===== config.mk =====
export PLATFORM = sky130hd
export DESIGN_NAME = dcache
export DESIGN_NICKNAME = d
export VERILOG_FILES = /design/src/dcache_pkg.sv /design/src/dcache.sv /design/src/dcache_writeback_port.sv /design/src/dcache_mem.sv /design/src/dcache_request_hold.sv
export SDC_FILE = /design/constraint.sdc
export NUM_CORES = 2
export LEC_CHECK = 0
export BUFFER_PORTS_ARGS = -buffer_cell sky130_fd_sc_hd__buf_2
export CAP_MARGIN = 20
export CORE_UTILIZATION = 45
export DETAILED_ROUTE_END_ITERATION = 10
export PLACE_DENSITY = 0.71
export SYNTH_ARGS = -nofsm -noshare
export SYNTH_HDL_FRONTEND = slang
export SYNTH_SLANG_ARGS = --single-unit

===== constraint.sdc =====
create_clock -name clock -period 7.42 [get_ports clock]
set_input_delay 0.742 -clock clock [delete_from_list [all_inputs] [get_ports clock]]
set_output_delay 0.742 -clock clock [all_outputs]
set_load 0.02 [all_outputs]

===== src/dcache_pkg.sv =====
package dcache_pkg;

	// cache geometry
	localparam int block_bits = 64;
	localparam int index_bits = 3;
	localparam int set_count = 1 << index_bits;

	// lru is one bit per set, so two ways only
	localparam int way_count = 2;

	// block address is {tag, index}
	localparam int addr_bits = 16;
	localparam int tag_bits = addr_bits - index_bits;

	// zero response or tag means none
	localparam int response_bits = 4;

	// memory bus command
	typedef enum logic [1:0]
	{
		bus_none = 2'd0,
		bus_load = 2'd1,
		bus_store = 2'd2
	} bus_command_t;

endpackage

===== src/dcache.sv =====
`timescale 1ns/100ps

module dcache (
	input logic clock,
	input logic reset,

	// processor side
	input logic proc_read,
	input logic proc_write,
	input logic [dcache_pkg::addr_bits-1:0] proc_addr,
	input logic [dcache_pkg::block_bits-1:0] proc_write_data,
	output logic proc_busy,
	output logic proc_done,
	output logic [dcache_pkg::block_bits-1:0] proc_read_data,

	// memory bus
	output dcache_pkg::bus_command_t mem_command,
	output logic [dcache_pkg::addr_bits-1:0] mem_addr,
	output logic [dcache_pkg::block_bits-1:0] mem_store_data,
	input logic [dcache_pkg::response_bits-1:0] mem_response,
	input logic [dcache_pkg::response_bits-1:0] mem_tag,
	input logic [dcache_pkg::block_bits-1:0] mem_load_data
);

	logic lookup_read;
	logic lookup_write;
	logic [dcache_pkg::index_bits-1:0] lookup_index;
	logic [dcache_pkg::tag_bits-1:0] lookup_tag;
	logic [dcache_pkg::block_bits-1:0] lookup_write_data;
	logic fill_request;
	logic victim_write;
	logic [dcache_pkg::addr_bits-1:0] victim_addr;
	logic [dcache_pkg::block_bits-1:0] victim_data;
	logic writeback_busy;

	// access_done doubles as proc_done
	dcache_request_hold request_hold (
		.clock(clock),
		.reset(reset),
		.proc_read(proc_read),
		.proc_write(proc_write),
		.proc_addr(proc_addr),
		.proc_write_data(proc_write_data),
		.access_done(proc_done),
		.proc_busy(proc_busy),
		.lookup_read(lookup_read),
		.lookup_write(lookup_write),
		.lookup_index(lookup_index),
		.lookup_tag(lookup_tag),
		.lookup_write_data(lookup_write_data)
	);

	dcache_mem mem (
		.clock(clock),
		.reset(reset),
		.lookup_read(lookup_read),
		.lookup_write(lookup_write),
		.lookup_index(lookup_index),
		.lookup_tag(lookup_tag),
		.lookup_write_data(lookup_write_data),
		.writeback_busy(writeback_busy),
		.mem_response(mem_response),
		.mem_tag(mem_tag),
		.mem_load_data(mem_load_data),
		.access_done(proc_done),
		.read_data(proc_read_data),
		.fill_request(fill_request),
		.victim_write(victim_write),
		.victim_addr(victim_addr),
		.victim_data(victim_data)
	);

	dcache_writeback_port writeback_port (
		.clock(clock),
		.reset(reset),
		.fill_request(fill_request),
		.lookup_index(lookup_index),
		.lookup_tag(lookup_tag),
		.victim_write(victim_write),
		.victim_addr(victim_addr),
		.victim_data(victim_data),
		.writeback_busy(writeback_busy),
		.mem_command(mem_command),
		.mem_addr(mem_addr),
		.mem_store_data(mem_store_data)
	);

endmodule


===== src/dcache_writeback_port.sv =====
`timescale 1ns/100ps

module dcache_writeback_port (
	input logic clock,
	input logic reset,
	input logic fill_request,
	input logic [dcache_pkg::index_bits-1:0] lookup_index,
	input logic [dcache_pkg::tag_bits-1:0] lookup_tag,
	input logic victim_write,
	input logic [dcache_pkg::addr_bits-1:0] victim_addr,
	input logic [dcache_pkg::block_bits-1:0] victim_data,
	output logic writeback_busy,
	output dcache_pkg::bus_command_t mem_command,
	output logic [dcache_pkg::addr_bits-1:0] mem_addr,
	output logic [dcache_pkg::block_bits-1:0] mem_store_data
);

	// one-entry writeback register
	logic held;
	logic [dcache_pkg::addr_bits-1:0] held_addr;
	logic [dcache_pkg::block_bits-1:0] held_data;

	// always drains the cycle after capture, no eviction can arrive while full
	always_ff @(posedge clock)
	begin
		if (reset)
			held <= 1'b0;
		else
			held <= victim_write;
	end

	always_ff @(posedge clock)
	begin
		if (victim_write)
		begin
			held_addr <= victim_addr;
			held_data <= victim_data;
		end
	end

	assign writeback_busy = held;

	// store has priority, fills are held off in dcache_mem meanwhile
	always_comb
	begin
		if (held)
		begin
			mem_command = dcache_pkg::bus_store;
			mem_addr = held_addr;
		end
		else if (fill_request)
		begin
			mem_command = dcache_pkg::bus_load;
			mem_addr = {lookup_tag, lookup_index};
		end
		else
		begin
			mem_command = dcache_pkg::bus_none;
			mem_addr = {lookup_tag, lookup_index};
		end
	end

	assign mem_store_data = held_data;

endmodule


===== src/dcache_mem.sv =====
`timescale 1ns/100ps

module dcache_mem (
	input logic clock,
	input logic reset,
	input logic lookup_read,
	input logic lookup_write,
	input logic [dcache_pkg::index_bits-1:0] lookup_index,
	input logic [dcache_pkg::tag_bits-1:0] lookup_tag,
	input logic [dcache_pkg::block_bits-1:0] lookup_write_data,
	input logic writeback_busy,
	input logic [dcache_pkg::response_bits-1:0] mem_response,
	input logic [dcache_pkg::response_bits-1:0] mem_tag,
	input logic [dcache_pkg::block_bits-1:0] mem_load_data,
	output logic access_done,
	output logic [dcache_pkg::block_bits-1:0] read_data,
	output logic fill_request,
	output logic victim_write,
	output logic [dcache_pkg::addr_bits-1:0] victim_addr,
	output logic [dcache_pkg::block_bits-1:0] victim_data
);

	// block storage
	logic [dcache_pkg::block_bits-1:0] data_array [dcache_pkg::set_count][dcache_pkg::way_count];
	logic [dcache_pkg::tag_bits-1:0] tag_array [dcache_pkg::set_count][dcache_pkg::way_count];

	// per-line state
	logic [dcache_pkg::set_count-1:0][dcache_pkg::way_count-1:0] valid_array;
	logic [dcache_pkg::set_count-1:0][dcache_pkg::way_count-1:0] dirty_array;
	logic [dcache_pkg::set_count-1:0][dcache_pkg::way_count-1:0]
		[dcache_pkg::response_bits-1:0] response_array;

	// way to replace next, per set
	logic [dcache_pkg::set_count-1:0] lru_array;

	logic lookup_active;
	logic hit;
	logic hit_way;
	logic pending_match;
	logic miss;
	logic victim_way;
	logic victim_pending;
	logic victim_dirty;
	logic miss_allowed;
	logic evict;
	logic allocate_write;
	logic allocate_read;

	assign lookup_active = lookup_read || lookup_write;

	// compare both ways of the set
	always_comb
	begin
		hit = 1'b0;
		hit_way = 1'b0;
		pending_match = 1'b0;
		for (int w = 0; w < dcache_pkg::way_count; w++)
		begin
			if (tag_array[lookup_index][w] == lookup_tag)
			begin
				if (valid_array[lookup_index][w])
				begin
					hit = 1'b1;
					hit_way = 1'(w);
				end
				// a load for this block is already on its way
				if (response_array[lookup_index][w] != '0)
					pending_match = 1'b1;
			end
		end
	end

	assign miss = lookup_active && !hit && !pending_match;

	assign victim_way = lru_array[lookup_index];
	assign victim_pending = response_array[lookup_index][victim_way] != '0;
	assign victim_dirty = valid_array[lookup_index][victim_way]
		&& dirty_array[lookup_index][victim_way];

	// cache full or writeback register occupied
	assign miss_allowed = miss && !victim_pending && !writeback_busy;

	assign evict = miss_allowed && victim_dirty;
	assign allocate_write = miss_allowed && lookup_write;
	assign allocate_read = miss_allowed && lookup_read && !victim_dirty;

	assign access_done = (lookup_active && hit) || allocate_write;
	assign read_data = data_array[lookup_index][hit_way];
	assign fill_request = allocate_read;

	assign victim_write = evict;
	assign victim_addr = {tag_array[lookup_index][victim_way], lookup_index};
	assign victim_data = data_array[lookup_index][victim_way];

	always_ff @(posedge clock)
	begin
		if (reset)
		begin
			valid_array <= '0;
			dirty_array <= '0;
			response_array <= '0;
			lru_array <= '0;
		end
		else
		begin
			if (lookup_active && hit)
			begin
				lru_array[lookup_index] <= ~hit_way;
				if (lookup_write)
					dirty_array[lookup_index][hit_way] <= 1'b1;
			end

			// read keeps the old block as a clean copy and retries later
			if (evict && lookup_read)
				dirty_array[lookup_index][victim_way] <= 1'b0;

			if (allocate_write)
			begin
				valid_array[lookup_index][victim_way] <= 1'b1;
				dirty_array[lookup_index][victim_way] <= 1'b1;
				lru_array[lookup_index] <= ~victim_way;
			end

			if (allocate_read)
			begin
				valid_array[lookup_index][victim_way] <= 1'b0;
				dirty_array[lookup_index][victim_way] <= 1'b0;
				response_array[lookup_index][victim_way] <= mem_response;
				lru_array[lookup_index] <= ~victim_way;
			end

			// returning load data
			if (mem_tag != '0)
			begin
				for (int s = 0; s < dcache_pkg::set_count; s++)
				begin
					for (int w = 0; w < dcache_pkg::way_count; w++)
					begin
						if (response_array[s][w] == mem_tag)
						begin
							valid_array[s][w] <= 1'b1;
							dirty_array[s][w] <= 1'b0;
							response_array[s][w] <= '0;
						end
					end
				end
			end
		end
	end

	always_ff @(posedge clock)
	begin
		if (lookup_write && hit)
			data_array[lookup_index][hit_way] <= lookup_write_data;

		if (allocate_write)
		begin
			data_array[lookup_index][victim_way] <= lookup_write_data;
			tag_array[lookup_index][victim_way] <= lookup_tag;
		end

		if (allocate_read)
			tag_array[lookup_index][victim_way] <= lookup_tag;

		if (mem_tag != '0)
		begin
			for (int s = 0; s < dcache_pkg::set_count; s++)
			begin
				for (int w = 0; w < dcache_pkg::way_count; w++)
				begin
					if (response_array[s][w] == mem_tag)
						data_array[s][w] <= mem_load_data;
				end
			end
		end
	end

endmodule


===== src/dcache_request_hold.sv =====
`timescale 1ns/100ps

module dcache_request_hold (
	input logic clock,
	input logic reset,
	input logic proc_read,
	input logic proc_write,
	input logic [dcache_pkg::addr_bits-1:0] proc_addr,
	input logic [dcache_pkg::block_bits-1:0] proc_write_data,
	input logic access_done,
	output logic proc_busy,
	output logic lookup_read,
	output logic lookup_write,
	output logic [dcache_pkg::index_bits-1:0] lookup_index,
	output logic [dcache_pkg::tag_bits-1:0] lookup_tag,
	output logic [dcache_pkg::block_bits-1:0] lookup_write_data
);

	logic held;
	logic held_write;
	logic [dcache_pkg::addr_bits-1:0] held_addr;
	logic [dcache_pkg::block_bits-1:0] held_data;
	logic accept;

	// new strobes only while idle
	assign accept = !held && (proc_read || proc_write);

	always_ff @(posedge clock)
	begin
		if (reset)
			held <= 1'b0;
		else if (held && access_done)
			held <= 1'b0;
		else if (accept)
			held <= 1'b1;
	end

	always_ff @(posedge clock)
	begin
		if (accept)
		begin
			held_write <= proc_write;
			held_addr <= proc_addr;
			held_data <= proc_write_data;
		end
	end

	assign proc_busy = held;

	// replayed every cycle until done
	assign lookup_read = held && !held_write;
	assign lookup_write = held && held_write;
	assign lookup_index = held_addr[dcache_pkg::index_bits-1:0];
	assign lookup_tag = held_addr[dcache_pkg::addr_bits-1:dcache_pkg::index_bits];
	assign lookup_write_data = held_data;

endmodule


Word level (Yosys, flattened, before mapping)
Memories as Yosys holds them, arrays and structs flattened. A register that Yosys moved wholly into a read port is not among the register bits.
Cells that the tools add are included.
- muxes and demuxes: 339
- bitwise logic cells: 165
- order comparisons: 10
- equality and inequality tests: 18
- reduce and logical (&&, ||, !) cells: 36
- operator list (operator ; count):
    2-to-1 mux 64 bit ; 10
    2-to-1 mux 1 bit ; 256
    2-to-1 mux 128 bit ; 2
    2-to-1 mux 16 bit ; 14
    OR 1 bit ; 154
    demux 64 bit (select 1 bit) ; 2
    2-to-1 mux 4 bit ; 19
    bitwise mux 64 bit ; 1
    == test 4 bit ; 16
    2-to-1 mux 8 bit ; 7
    2-to-1 mux 13 bit ; 4
    2-to-1 mux 26 bit ; 2
    AND 16 bit ; 3
    OR 16 bit ; 3
    == test 13 bit ; 2
    binary-select mux 8 bit (select 3 bit) ; 1
    bitwise mux 8 bit ; 3
    demux 8 bit (select 3 bit) ; 1
    logical AND 1 bit ; 21
    NOT 16 bit ; 1
    nonzero test 4 bit ; 4
    demux 13 bit (select 1 bit) ; 1
    binary-select mux 2 bit (select 3 bit) ; 2
    demux 2 bit (select 3 bit) ; 2
    other kinds (17) ; 37
- output and inout bits: 148
- input port bits: 156
- bits in registers: 267
- bits in writable memories: 1232
- memories kept: 2
- word-level logic and storage cells: 610
- memory list (memory ; words ; width ; read ports ; clocked after Yosys merged registers in ; wr ports ; RTL line ; RTL):
    mem.data_array ; 8 ; 128 ; 1 ; 1 ; 9 ; dcache_mem.sv:24 ; logic [dcache_pkg::block_bits-1:0] data_array [dcache_pkg::set_count][dcache_pkg::way_count];
    mem.tag_array ; 8 ; 26 ; 1 ; 1 ; 1 ; dcache_mem.sv:25 ; logic [dcache_pkg::tag_bits-1:0] tag_array [dcache_pkg::set_count][dcache_pkg::way_count];

Depth between registers and ports, before layout
- depth in word-level cells: 24
- gate-level depth with buffers: 16
- gate-level depth less buffers: 9

Modules after synthesis
Synthesis repeated with hierarchy kept, for this count alone.
- cells, all modules: 5517
- area total of the unflattened synthesis: 70132.3 um^2
- modules (own cells, without submodules) (module ; area an instance (um^2) ; cells each ; sequential area each (um^2) ; instances):
    dcache_mem ; 64947.3 ; 5327 ; 39077.5 ; 1
    dcache_writeback_port ; 2690.1 ; 102 ; 2422.3 ; 1
    dcache_request_hold ; 2494.9 ; 88 ; 2452.4 ; 1

Least setup slack after synthesis
OpenSTA, ideal clock, no wires.
- path kind: register -> register
- from: register with a tool-made name
- to: memory mem.data_array[0][0] (netlist bit) (enable)
- slack: -0.439 ns
- required time: 6.845 ns
- clock period less this slack: 7.859 ns
- data arrival time: 7.285 ns
- setup time: 0.575 ns
- path buffers: 4
- stages on the path, launching flop included: 13
- path through: dfxtp_1 -> buf_6 -> buf_6 -> buf_6 -> buf_6 -> mux4_2 -> mux2i_1 -> xor2_1 -> o2111a_1 -> nand4b_1 -> nor3_2 -> a31oi_2 -> o21ai_0
- RTL lines (item ; RTL line):
    to (decl) ; dcache_mem.sv:24

==> impl_metrics.ini <==
[logic_synthesis]
netlist_instances = 4388
post-synth-top-count-cell = edfxtp_1
yosys.area_share.xor_xnor = 0.00968
yosys-top-cells-area = edfxtp_1, mux2_2, mux4_2
synth_cell_type_count = 77
post_synth_fa_ha_maj_area_fraction = 0
yosys_register_bits = 1502
yosysTopAreaCell = edfxtp_1
synth.top_cell.area_share = 0.585
netlist_area_um2 = 71500
synth_compound_area_frac = 0.0258
synth_fp_nets = 4544
mux_contribution_to_synthesized_area = 0.291
synth-edff-count = 1393
main_combinational_cell_family_by_area_after_synthesis = multiplexers
netlist_top_cells_count = edfxtp_1, mux2_2, mux2i_1
asyncSetResetFlopFracSynth = 0
synth_simple_gate_area_share = 0.0328
syn_area_per_cell_um2 = 16.3
yosys_warnings = 0
synth_seq_area_share = 0.616
dominantRegCellSynth = edfxtp_1

[grt]
grt_pass1_wl_um = 293000
grt_pass1_vias = 42000
antenna_found_initial = 20
grt_max_degree = 122
grt.overflow.total = 0
gr-usage-all-layers = 0.247

[power]
finalPower_w = 0.0206
irDropWorstVdd_mv = 0.260
p_leak_nw = 27.7
p_per_area_nw_per_um2 = 256

[detailed_routing]
met2RoutedLength_um = 97400
via_density_per_instance = 6.17
detail_route.iter0.violations = 4559
top_signal_layer_used = met5
drcViolationCount = 0
drt_pre_antenna_iters = 6
dr_total_vias = 41600
met3_wirelength_um = 15800
wire_per_inst_um = 29.7
met1Wirelength_um = 81000
antenna_violating_nets_post_route = 0
route.final.wire_length_um = 200000

[final_layout]
fraction_of_layout_cells_with_a_size_suffix_above_1 = 0.419
final_net_count = 4695
register_area_um2 = 44000
layout-area-overhead-vs-synth_pct = 12.3
layout.filler_cells = 12700
layout.core_utilization = 0.511
multi_input_logic_area_um2 = 26000

[min_path]
startpoint_of_the_tightest_hold_check_path = proc_write_data[45]
holdPathStages = 1
worstHoldPathType = in -> reg
worst_hold_path.endpoint = request_hold.lookup_write_data[45]

[timing]
tightestPinTransition_ps = 1140
timing.max_slew.rel_slack = 0.241
final-setup-viol-count = 0
fin_skew_ps = 36.7
layout_min_cycle_time_ps = 6530
timing.hold.ws_ps = 92.8
unrepaired_setup_endpoints_after_global_routing = false
timing_max_transition_violations_final = 0
final_hold_viol_count = 0
maxClockFrequency_mhz = 153
fin_crit_sh = 0.880

[critical_path]
r2r_setup_slack_ps = 1510
rr_worst_depth = 11
cpPeakStageDelay_ps = 870
setup.worst_path.end_class = output pin
cp-start-kind = flop
cp_data_required_time_ps = 6680
worst_r2r_endpoint = mem.data_array[6][31]
worst_path_arrival_time_ps = 5790
cp_max_fo = 42
worst_path_cell_chain = nor2b_1, a22o_1, or3_1, nand4_1, or4_1, nor4_2, buf_12, mux2i_1, buf_2
criticalPathCategory = reg -> out
crit_path_top_delay_cell = nor2b_1

[place]
hpwlAfterDp_um = 116000
finalWeightedCongestion = 0.925
io_buffer_count = 303

[cts]
cts_tree = done
cts-resized-gates = 0
worst_setup_hold_path_clk_slew_ps = 60
cts_made_buffers = 164
ctsRootBufferMaster = clkbuf_16
clk-insertion-delay-late_ps = 820
postCtsHoldBufs = 0
clock_path_buffers = 3
cts.repair_timing.setup_buffer_count = 0
cts.sink_count = 1502
cts.htree.levels = 4

[die]
initial_utilization = 0.455
die_h_um = 401
floorplan.io_pins = 304
placement_rows = 145
floorplan.die_area_um2 = 160000
horiz_die_dim_um = 401
core_area_um2 = 157000

[flow_run]
max_cap_violations = 0

[status]
status = completed
==> layout by cell type (no fill, tap or decap), types with 20 or more instances in the layout <==
cell / instances
clkbuf_1: 49
nor2_1: 86
a31oi_1: 37
a22o_1: 20
xor2_1: 77
inv_1: 21
nand2_1: 249
buf_4: 90
clkinv_1: 35
mux2i_1: 336
o21ai_0: 29
a21oi_1: 39
buf_2: 303
nand2_4: 25
mux4_2: 285
nor4_1: 31
mux2_2: 976
clkbuf_16: 166
dfxtp_1: 106
edfxtp_1: 1393
==> through the flow <==
stage               instance area, µm²  setup WS [ps]  setup TNS [ps]  cells
finish                           80300            892               0   6738
global route                     80300            742               0   6737
CTS                              80200            959               0   6729
detailed placement               75000           1650               0   6428
global placement                 75000           1610               0   6426
floorplan                        71500           -439         -168710   4388
==> area by class of cell <==
| class | count | share of cell area |
|---|---|---|
| inverter | 24 | 0.00122 |
| clock inverter | 82 | 0.00937 |
| multi-input combinational | 2445 | 0.324 |
| antenna | 6 | 0.000187 |
| timing repair buffer | 402 | 0.0299 |
| sequential | 1502 | 0.548 |
| clock buffer | 219 | 0.0546 |
| tap | 2058 | 0.0321 |
==> critical path, delay by kind of cell (launching register included) <==
kind	cells	cell delay [ps]
flip-flops	1	750
multiplexers	1	780
AO/OA/AOI/OAI	1	290
AND/OR/NAND/NOR	5	2330
buffers and inverters	2	700
==> how the worst max path moves through the flow <==
stage                                 end  depth (start not counted)  slack (ps)
finish                  proc_read_data[6]                          9         890
global route            proc_read_data[6]                          9         740
CTS                     proc_read_data[6]                          9         960
detailed placement  mem.data_array[6][51]                         12        1650
global placement    mem.data_array[6][60]                         12        1610
floorplan            mem.data_array[0][0]                         12        -440
==> where the power goes <==
part | internal (W) | switching (W) | leakage [nW] | total (W)
Clock | 0.00446 | 0.00346 | 2.49 | 0.00792
Combinational | 0.00118 | 0.00157 | 11.6 | 0.00275
Sequential | 0.00964 | 0.000264 | 13.6 | 0.00991
Total | 0.0153 | 0.00530 | 27.7 | 0.0206
==> logic make-up (layout without fill, tap and decap cells) <==
logic type,Yosys count,after routing
multiplexers,1600,1600
flip-flops,1502,1502
AND/OR/NAND/NOR,514,514
buffers and inverters,441,727
AO/OA/AOI/OAI,252,252
XOR/XNOR,79,79
other,0,6
==> flip-flops by register name, summed over array words and instances, names as in the netlist, named ones only <==
signal / cells
mem.lru_array: 8
mem.response_array: 64
request_hold.proc_busy: 1
request_hold.lookup_write_data: 64
mem.dirty_array: 16
writeback_port.held_addr: 16
request_hold.held_write: 1
writeback_port.mem_store_data: 64
mem.tag_array: 208
mem.valid_array: 16
request_hold.held_addr: 16
writeback_port.writeback_busy: 1
mem.data_array: 1024
==> metal layers <==
metal | vias up | global-route usage
li1 | 17600 | -
met1 | 21700 | 0.331
met2 | 1914 | 0.406
met3 | 366 | 0.0434
met4 | 8 | 0.0816
met5 | - | 0
No activity file was read; power rests on OpenSTA's default activity.
